File: config.mk
export PLATFORM = sky130hd
export DESIGN_NAME = ec_time_converter_top
export DESIGN_NICKNAME = d
export VERILOG_FILES = /design/src/rtl/ec_time_pkg.sv /design/src/rtl/req_ack_if.sv /design/src/rtl/ec_time_converter_top.sv /design/src/rtl/ec_time_to_sys_time.sv /design/src/rtl/lap_scaler.sv /design/src/rtl/lap_divider.sv
export VERILOG_INCLUDE_DIRS = /design/src /design/src/rtl
export SDC_FILE = /design/constraint.sdc
export NUM_CORES = 1
export LEC_CHECK = 0
export ABC_AREA = 1
export ABC_CLOCK_PERIOD_IN_PS = 14600
export BUFFER_PORTS_ARGS = -buffer_cell sky130_fd_sc_hd__buf_2
export CAP_MARGIN = 30
export CORE_ASPECT_RATIO = 1.4
export CORE_UTILIZATION = 68
export CTS_BUF_LIST = sky130_fd_sc_hd__clkbuf_8
export CTS_CLUSTER_SIZE = 28
export DETAILED_ROUTE_END_ITERATION = 8
export GPL_ROUTABILITY_DRIVEN = 0
export PLACE_DENSITY = 0.87
export SYNTH_ARGS = -nofsm -noshare
export SYNTH_HDL_FRONTEND = slang
export SYNTH_SLANG_ARGS = --single-unit
File: constraint.sdc
create_clock -name CLK -period 14.6 [get_ports CLK]
set_input_delay 2.92 -clock CLK [delete_from_list [all_inputs] [get_ports CLK]]
set_output_delay 2.92 -clock CLK [all_outputs]
set_load 0.05 [all_outputs]
File: src/rtl/ec_time_params.svh
`ifndef EC_TIME_PARAMS_SVH
`define EC_TIME_PARAMS_SVH

// EC tick count width
`define EC_TIME_W 64

// Whole-lap count width, 50 bits needed plus one spare
`define LAP_W 51

// System time width
`define SYS_TIME_W 61

// EC ticks per lap
`define LAP_DIVISOR 16'd31250

// Shift after the times-5 step, giving a scale of 320
`define LAP_SCALE_SHIFT 6

`endif
File: src/rtl/ec_time_pkg.sv
`include "ec_time_params.svh"

package ec_time_pkg;

  // Raw timestamp in EC clock ticks
  typedef logic [`EC_TIME_W-1:0] ec_time_t;

  // Whole laps elapsed, remainder dropped
  typedef logic [`LAP_W-1:0] lap_t;

  // Timestamp in system time units
  typedef logic [`SYS_TIME_W-1:0] sys_time_t;

endpackage

File: src/rtl/req_ack_if.sv
`timescale 1ns/100ps

// Four-phase req/ack channel between a client and a server.
// The client holds req_data while req is high, and the server holds
// resp_data from the rise of ack until ack falls again.
interface req_ack_if #(
  parameter type req_t = logic,
  parameter type resp_t = logic
);

  logic req;
  logic ack;
  req_t req_data;
  resp_t resp_data;

  modport client (
    output req,
    output req_data,
    input ack,
    input resp_data
  );

  modport server (
    input req,
    input req_data,
    output ack,
    output resp_data
  );

endinterface

File: src/rtl/ec_time_converter_top.sv
`timescale 1ns/100ps

module ec_time_converter_top (
  input logic CLK,
  input logic rst_n,
  input logic ec_req,
  output logic ec_ack,
  input ec_time_pkg::ec_time_t ec_time,
  output logic sys_req,
  input logic sys_ack,
  output ec_time_pkg::sys_time_t sys_time
);
  import ec_time_pkg::*;

  // EC time in, lap count out
  req_ack_if #(
    .req_t(ec_time_t),
    .resp_t(lap_t)
  ) div_ch ();

  // Lap count in, system time out
  req_ack_if #(
    .req_t(lap_t),
    .resp_t(sys_time_t)
  ) scale_ch ();

  ec_time_to_sys_time u_ec_time_to_sys_time (
    .CLK(CLK),
    .rst_n(rst_n),
    .ec_req(ec_req),
    .ec_ack(ec_ack),
    .ec_time(ec_time),
    .sys_req(sys_req),
    .sys_ack(sys_ack),
    .sys_time(sys_time),
    .div(div_ch.client),
    .scale(scale_ch.client)
  );

  lap_divider u_lap_divider (
    .CLK(CLK),
    .rst_n(rst_n),
    .ch(div_ch.server)
  );

  lap_scaler u_lap_scaler (
    .CLK(CLK),
    .rst_n(rst_n),
    .ch(scale_ch.server)
  );

endmodule

File: src/rtl/ec_time_to_sys_time.sv
`timescale 1ns/100ps

module ec_time_to_sys_time (
  input logic CLK,
  input logic rst_n,
  input logic ec_req,
  output logic ec_ack,
  input ec_time_pkg::ec_time_t ec_time,
  output logic sys_req,
  input logic sys_ack,
  output ec_time_pkg::sys_time_t sys_time,
  req_ack_if.client div,
  req_ack_if.client scale
);
  import ec_time_pkg::*;

  typedef enum logic [2:0] {
    st_idle,
    st_up_ack,
    st_divide,
    st_scale,
    st_out_req,
    st_out_rel
  } state_t;

  state_t state_q;
  logic ec_ack_q;
  logic sys_req_q;
  logic div_req_q;
  logic scale_req_q;
  logic issued_q; // Internal request already raised in this state

  ec_time_t ec_time_q;
  lap_t lap_q;
  sys_time_t sys_time_q;

  assign ec_ack = ec_ack_q;
  assign sys_req = sys_req_q;
  assign sys_time = sys_time_q;

  assign div.req = div_req_q;
  assign div.req_data = ec_time_q;
  assign scale.req = scale_req_q;
  assign scale.req_data = lap_q;

  always_ff @(posedge CLK) begin
    if (!rst_n) begin
      state_q <= st_idle;
      ec_ack_q <= 1'b0;
      sys_req_q <= 1'b0;
      div_req_q <= 1'b0;
      scale_req_q <= 1'b0;
      issued_q <= 1'b0;
      sys_time_q <= '0;
    end else begin
      case (state_q)
        st_idle: begin
          if (ec_req) begin
            state_q <= st_up_ack;
          end
        end
        st_up_ack: begin
          if (!ec_ack_q) begin
            ec_ack_q <= 1'b1; // Value latched on the previous edge
          end else if (!ec_req) begin
            ec_ack_q <= 1'b0;
            state_q <= st_divide;
          end
        end
        st_divide: begin
          if (!issued_q) begin
            div_req_q <= 1'b1;
            issued_q <= 1'b1;
          end else if (div_req_q && div.ack) begin
            div_req_q <= 1'b0;
          end else if (!div_req_q && !div.ack) begin
            issued_q <= 1'b0;
            state_q <= st_scale;
          end
        end
        st_scale: begin
          if (!issued_q) begin
            scale_req_q <= 1'b1;
            issued_q <= 1'b1;
          end else if (scale_req_q && scale.ack) begin
            sys_time_q <= scale.resp_data;
            scale_req_q <= 1'b0;
          end else if (!scale_req_q && !scale.ack) begin
            issued_q <= 1'b0;
            sys_req_q <= 1'b1;
            state_q <= st_out_req;
          end
        end
        st_out_req: begin
          if (sys_ack) begin
            sys_req_q <= 1'b0;
            state_q <= st_out_rel;
          end
        end
        st_out_rel: begin
          if (!sys_ack) begin
            state_q <= st_idle; // Downstream closed, ready for next timestamp
          end
        end
        default: state_q <= st_idle;
      endcase
    end
  end

  // Payload capture
  always_ff @(posedge CLK) begin
    if (state_q == st_idle && ec_req) begin
      ec_time_q <= ec_time;
    end
    if (state_q == st_divide && div_req_q && div.ack) begin
      lap_q <= div.resp_data;
    end
  end

endmodule

File: src/rtl/lap_scaler.sv
`timescale 1ns/100ps
`include "ec_time_params.svh"

module lap_scaler (
  input logic CLK,
  input logic rst_n,
  req_ack_if.server ch
);
  import ec_time_pkg::*;

  localparam int sum_w = `SYS_TIME_W - `LAP_SCALE_SHIFT;

  logic [1:0] req_dly_q;
  logic ack_q;
  lap_t lap;
  logic [sum_w-1:0] sum_q;
  sys_time_t prod_q;

  assign lap = ch.req_data;
  assign ch.ack = ack_q;
  assign ch.resp_data = prod_q;

  // Request delay line, flushed as soon as req drops
  always_ff @(posedge CLK) begin
    if (!rst_n) begin
      req_dly_q <= 2'b00;
      ack_q <= 1'b0;
    end else begin
      req_dly_q <= ch.req ? {req_dly_q[0], 1'b1} : 2'b00;
      ack_q <= ch.req & req_dly_q[1];
    end
  end

  // Stage one, lap times 5
  always_ff @(posedge CLK) begin
    if (ch.req) begin
      sum_q <= sum_w'(lap) + (sum_w'(lap) << 2);
    end
  end

  // Stage two, times 64
  always_ff @(posedge CLK) begin
    if (req_dly_q[0]) begin
      prod_q <= sys_time_t'(sum_q) << `LAP_SCALE_SHIFT;
    end
  end

endmodule

File: src/rtl/lap_divider.sv
`timescale 1ns/100ps
`include "ec_time_params.svh"

module lap_divider (
  input logic CLK,
  input logic rst_n,
  req_ack_if.server ch
);
  import ec_time_pkg::*;

  localparam int steps = `EC_TIME_W;
  localparam int cnt_w = $clog2(steps);

  typedef enum logic [1:0] {
    st_idle,
    st_load,
    st_run,
    st_done
  } state_t;

  state_t state_q;
  logic [cnt_w-1:0] cnt_q;
  logic ack_q;

  ec_time_t dvd_q; // Dividend bits still to shift in
  logic [16:0] rem_q; // Trial value, partial remainder plus next bit
  lap_t quot_q;
  logic ge;
  logic [15:0] rest;

  // One restoring step
  assign ge = rem_q >= 17'(`LAP_DIVISOR);
  assign rest = ge ? 16'(rem_q - 17'(`LAP_DIVISOR)) : rem_q[15:0];

  assign ch.ack = ack_q;
  assign ch.resp_data = quot_q;

  always_ff @(posedge CLK) begin
    if (!rst_n) begin
      state_q <= st_idle;
      cnt_q <= '0;
      ack_q <= 1'b0;
    end else begin
      case (state_q)
        st_idle: begin
          if (ch.req) begin
            state_q <= st_load;
          end
        end
        st_load: begin
          cnt_q <= '0;
          state_q <= st_run;
        end
        st_run: begin
          cnt_q <= cnt_q + 1'b1;
          if (cnt_q == cnt_w'(steps - 1)) begin
            ack_q <= 1'b1; // Last quotient bit lands on this edge
            state_q <= st_done;
          end
        end
        st_done: begin
          if (!ch.req) begin
            ack_q <= 1'b0;
            state_q <= st_idle;
          end
        end
        default: state_q <= st_idle;
      endcase
    end
  end

  always_ff @(posedge CLK) begin
    if (state_q == st_load) begin
      rem_q <= {16'b0, ch.req_data[`EC_TIME_W-1]};
      dvd_q <= {ch.req_data[`EC_TIME_W-2:0], 1'b0};
    end else if (state_q == st_run) begin
      rem_q <= {rest, dvd_q[`EC_TIME_W-1]};
      dvd_q <= {dvd_q[`EC_TIME_W-2:0], 1'b0};
      quot_q <= {quot_q[`LAP_W-2:0], ge}; // Upper quotient bits fall off
    end
  end

endmodule

After elaboration in Yosys (flattened, before gate mapping)
Index checks and enable logic that the tools add are counted.
Widths: inputs -> output; s select.

storage, ports and cells
  register bits = 431
  output and inout port bits = 63
  word-level logic and storage cells = 122

operators by class
  add/sub/neg operators = 3
  magnitude comparators = 1
  equality and inequality tests = 25
  mux-type cells = 44
  bitwise gates (word level) = 2
  reduce and logical (&&, ||, !) cells = 26

operator list
  operator                count
  $mux 64                 2
  $add 51x53->54          1
  $mux 3                  11
  $mux 1                  21
  $ne 2x2->1 const B      10
  $pmux 3 s6              1
  $ge 17x15->1 const B    1
  $mux 16                 1
  $sub 16x15->16 const B  1
  $ne 2x1->1 const B      6
  $pmux 6 s2              1
  $reduce_and 11->1       1
  $reduce_and 3->1        3
  $pmux 2 s4              1
  $reduce_and 2->1        4
  $reduce_bool 2->1       4
  $logic_and 1x1->1       7
  $add 6x1->6 const B     1
  $eq 3x2->1 const B      2
  $eq 3x3->1 const B      2
  $eq 6x6->1 const B      1
  $mux 2                  3
  $pmux 1 s2              3
  $reduce_and 5->1        1
  other kinds (8)         12

Depth between registers and ports, before layout
  word-level depth = 6
  depth in mapped cells = 13

Modules after synthesis
Synthesis repeated with hierarchy kept, for this count alone.

unflattened totals
  cell total of the unflattened synthesis = 2086
  area, all modules = 19902.8 um2

modules (own cells, without submodules)
  module               instances  cells each  area an instance (um2)  seq. area each (um2)
  lap_scaler           1          1037        7911.3                  3303.2
  ec_time_to_sys_time  1          460         6092.1                  4834.6
  lap_divider          1          589         5899.4                  3953.8

Worst setup path after synthesis
No wires, ideal clock.

  kind = input to register
  start point = input port ec_req
  end point = register u_ec_time_to_sys_time.ec_time_q[0], in the netlist u_ec_time_to_sys_time.div.req_data[0] (enable)
  library setup time = 0.486 ns
  data arrival time = 5.615 ns
  data required time = 14.114 ns
  setup slack = 8.499 ns
  cell stages on the path = 2
  path buffers = 0
  path through = inv_1 > nor2_1

between the ends
  word-level cells in the longest chain between the ends = 1

ends and longest elaborated chain
  item                  RTL line                    text
  start, declared       ec_time_converter_top.sv:6  input logic ec_req,
  $logic_and 1x1->1     ec_time_to_sys_time.sv:112  if (state_q == st_idle && ec_req) begin
  end signal, assigned  ec_time_to_sys_time.sv:113  ec_time_q <= ec_time;
  end, declared         ec_time_to_sys_time.sv:33   ec_time_t ec_time_q;

Every way passes these cells.
A chain may end at the register's enable or synchronous reset.

Worst setup path in the final report
  start point = register u_ec_time_to_sys_time.sys_time_q[26], in the netlist u_ec_time_to_sys_time.sys_time[26]
  end point = output port sys_time[26]

RTL lines
  item                    RTL line                     text
  start, declared         ec_time_to_sys_time.sv:35    sys_time_t sys_time_q;
  start signal, assigned  ec_time_to_sys_time.sv:86    sys_time_q <= scale.resp_data;
  end, declared           ec_time_converter_top.sv:11  output ec_time_pkg::sys_time_t sys_time

No word-level cell between the ends.

==> results.cfg <==
[finish]
multi_input_area_um2 = 5954
regArea_um2 = 11950
nets = 2283
area_delta_synth_final_pct = 11.34
drive_gt1_share_pct = 11.07
num-fill-cells = 1707

[sta]
fin_crit_ns = 4.216
skew_ns = 0.02788
worst_pin_slew_ns = 0.9494
max_freq_mhz = 237.2
rsz0062_at_grt = false
hold_violations = 0
setup_viol = 0
setup_tns_ns = 0
finalCritPeriodShare_pct = 28.88
max_slew_margin_pct = 36.71
finalMaxSlewViolations = 0

[setup_path]
required_ns = 11.68
crit_cells = 1
reg2reg_setup_slack_ns = 12.08
critPathTopFamily = flip-flops
end_kind = output port
reg2reg_to = u_lap_scaler.sum_q[46]
critPathMaxFanout = 2
crit_path_top_delay_cell = dfxtp_1
cp-startpoint = u_ec_time_to_sys_time.sys_time[26]
crit_end = sys_time[26]
criticalPathCategory = reg2out
max_stage_delay_ns = 0.39
reg2reg_depth = 12
path_buf_inv = 1
cp_data_arrival_time_ns = 1.30
reg2reg_from = u_ec_time_to_sys_time.scale.req_data[0]
start_kind = register
cp_cell_sequence = buf_2

[yosys]
muxShareOfSynthArea_pct = 0
synth_xor_area_share_pct = 1.728
avgSynthCellArea_um2 = 9.590
synth_edf_count = 338
syn-cell-area_um2 = 19260
ys.flop_type = edfxtp_1
synth_cells = 2008
synth-simple-area-share_pct = 19.08
synth_fa_ha_area_share_pct = 3.742
ys_seq_elements = 428
synth_top_family_by_area = simple AND/OR/NAND/NOR gates
synthArstFlopShare_pct = 0
synth_compound_area_share_pct = 6.133
synth-warning-count = 0
yosysUniqueCellTypes = 43
ys_seq_area_share_pct = 62.06

[power]
peakVddDrop_mv = 0.08931
p_clk_share_pct = 28.7
power.switching_mw = 0.9450
intPower_mw = 2.295
p_per_area_nw_per_um2 = 151.1
p_total_mw = 3.240
swShare_pct = 29.17
p_seq_share_pct = 53.8
pwr-share-comb_pct = 17.5
p_leak_nw = 9.304

[cts]
cts-root-buf = clkbuf_8
ctsHoldBuffers = 0
post-cts-setup-buffers = 0
h-tree-depth = 2
cts_buffers = 56
cts_tree = yes
cts_buffer_depth = 3
cts_resized = 0
cts.sinks = 428
path_clk_slew_ns = 0.07
clk_latency_ns = 0.64

[detailed_routing]
route.detailed.drc = 0
wl_per_cell_um = 16.16
drt.antenna.violating_nets = 0
wirelength_um = 41640
vias_per_cell = 5.482
drtIter0Drc = 1315
vias = 14128
firstDrtPassIters = 6

[global_route]
grt_pass1_wl_um = 66700
grt_start_max_net_pins = 109
overflow = 0
track_usage_pct = 29.65
antenna_found_initial = 1
grt_pass1_vias = 13940

[job]
max_cap_violations = 0

[floorplan]
initial_utilization_pct = 69.40
io_pins = 131
rows = 72
core_um2 = 27750
dieArea_um2 = 29010
die_w_um = 144.2
die_h_um = 201.1

[place]
port_buffers = 123
hpwl_um = 28920

[status]
outcome = complete, no violations

[worst_hold_path]
hold_path_class = reg2reg
synthesized netlist by cell type, types with 3 or more instances:
library cell  instances  area, um2
and2_1                3      18.77
buf_4                 7      52.55
nand3b_1              6      45.04
a21oi_1             122      610.6
a31oi_1               3      18.77
nand2_2               3      18.77
o21bai_1              4      30.03
nor2_2                6      37.54
a21boi_0              3      22.52
inv_2                 6      22.52
buf_2                 4      20.02
inv_1               306       1149
edfxtp_1            338      10150
xor2_1               34      297.8
nor4_1                6      37.54
nand3_1              74      370.4
ha_1                 56      700.7
nor3_1               15      75.07
clkbuf_1             32      120.1
o21ai_0              76      380.4
o21ai_1               7      35.03
dfxtp_1              90       1802
xnor2_1               4      35.03
nor2_1              115      431.7
nand2_1             645       2421
nand4_1              16      100.1
power groups by stage:
stage	logic, mW	clock network, mW	registers (mW)
CTS	0.566	0.942	1.74
detailed placement	0.559	0	1.76
finish	0.566	0.930	1.74
global route	0.639	0.989	1.77
floorplan	0.407	0	1.76
global placement	0.517	0	1.75
how the worst min path moves through the flow:
stage	slack, ns	end	depth (start not counted)	startpoint
after floorplan	0.39	u_lap_scaler.ch.ack	2	u_lap_scaler.req_dly_q[1]
after global placement	0.40	u_lap_scaler.ch.ack	2	u_lap_scaler.req_dly_q[1]
after detailed placement	0.40	u_lap_scaler.ch.resp_data[49]	0	u_lap_scaler.sum_q[43]
after CTS	0.42	u_lap_scaler.ch.resp_data[58]	0	u_lap_scaler.sum_q[52]
after global routing	0.42	u_lap_scaler.ch.resp_data[8]	0	u_lap_scaler.sum_q[2]
final	0.41	u_lap_scaler.ch.resp_data[8]	0	u_lap_scaler.sum_q[2]
cells by family (layout without fill, tap and decap cells):
| kind of cell | Yosys count | after routing |
|---|---|---|
| other cells | 1 | 9 |
| xor+xnor | 38 | 38 |
| buf+inv | 359 | 550 |
| flops | 428 | 428 |
| compound gates | 226 | 226 |
| simple gates | 899 | 899 |
| fa+ha+maj | 57 | 57 |
layout make-up:
cell class	count	share of cell area (%)
multi-input combinational	1227	27.77
tap	370	2.159
antenna	2	0.02334
clock buffer	64	4.108
inverter	313	5.479
sequential	428	55.75
timing repair buffer	132	3.244
clock inverter	41	1.465
cells in the final DEF, fill, tap and decap left out, types with 7 or more instances in the layout:
cell      instances
conb_1            7
clkbuf_8         64
inv_2             7
xor2_1           34
buf_2           123
buf_4             8
nand3_1          74
inv_1           321
a21oi_1         122
o21ai_1           7
dfxtp_1          88
nand4_1          16
nand2_1         645
ha_1             53
edfxtp_1        338
clkinv_2          7
o21ai_0          76
clkinv_1         10
nor3_1           14
nor2_1          114
state kept, by name, summed over array words and instances (netlist names), 2 cells and up:
name and cells:
u_ec_time_to_sys_time.div.req_data 64, u_ec_time_to_sys_time.state_q 3, u_lap_divider.cnt_q 6, u_lap_scaler.sum_q 54
u_lap_scaler.ch.resp_data 54, u_lap_scaler.req_dly_q 2, u_ec_time_to_sys_time.sys_time 54, u_lap_divider.dvd_q 63
u_lap_divider.rem_q 17, u_lap_divider.ch.resp_data 51, u_lap_divider.state_q 2, u_ec_time_to_sys_time.scale.req_data 51
routing by layer:
layer / track usage (%) / vias to the layer above / wire length, um
li1: - / 6815 / -
met1: 33.20 / 6488 / 15160
met5: 0 / - / 0
met3: 5.831 / 186 / 3015
met4: 16.35 / 0 / 2337
met2: 52.26 / 639 / 21130
through the flow:
| stage | hold WS [ns] | setup WS [ns] | util (%) | instances | cell area, um2 |
|---|---|---|---|---|---|
| finish | 0.4118 | 10.38 | 77.28 | 2577 | 21440 |
| global route | 0.4237 | 10.36 | 77.27 | 2576 | 21440 |
| CTS | 0.4198 | 10.35 | 77.26 | 2575 | 21440 |
| detailed placement | 0.4045 | 10.20 | 72.95 | 2470 | 20240 |
| global placement | 0.4000 | 10.28 | 72.88 | 2469 | 20220 |
| floorplan | 0.3936 | 8.499 | - | 2014 | 19280 |
Power figures use the tool's default switching activity.
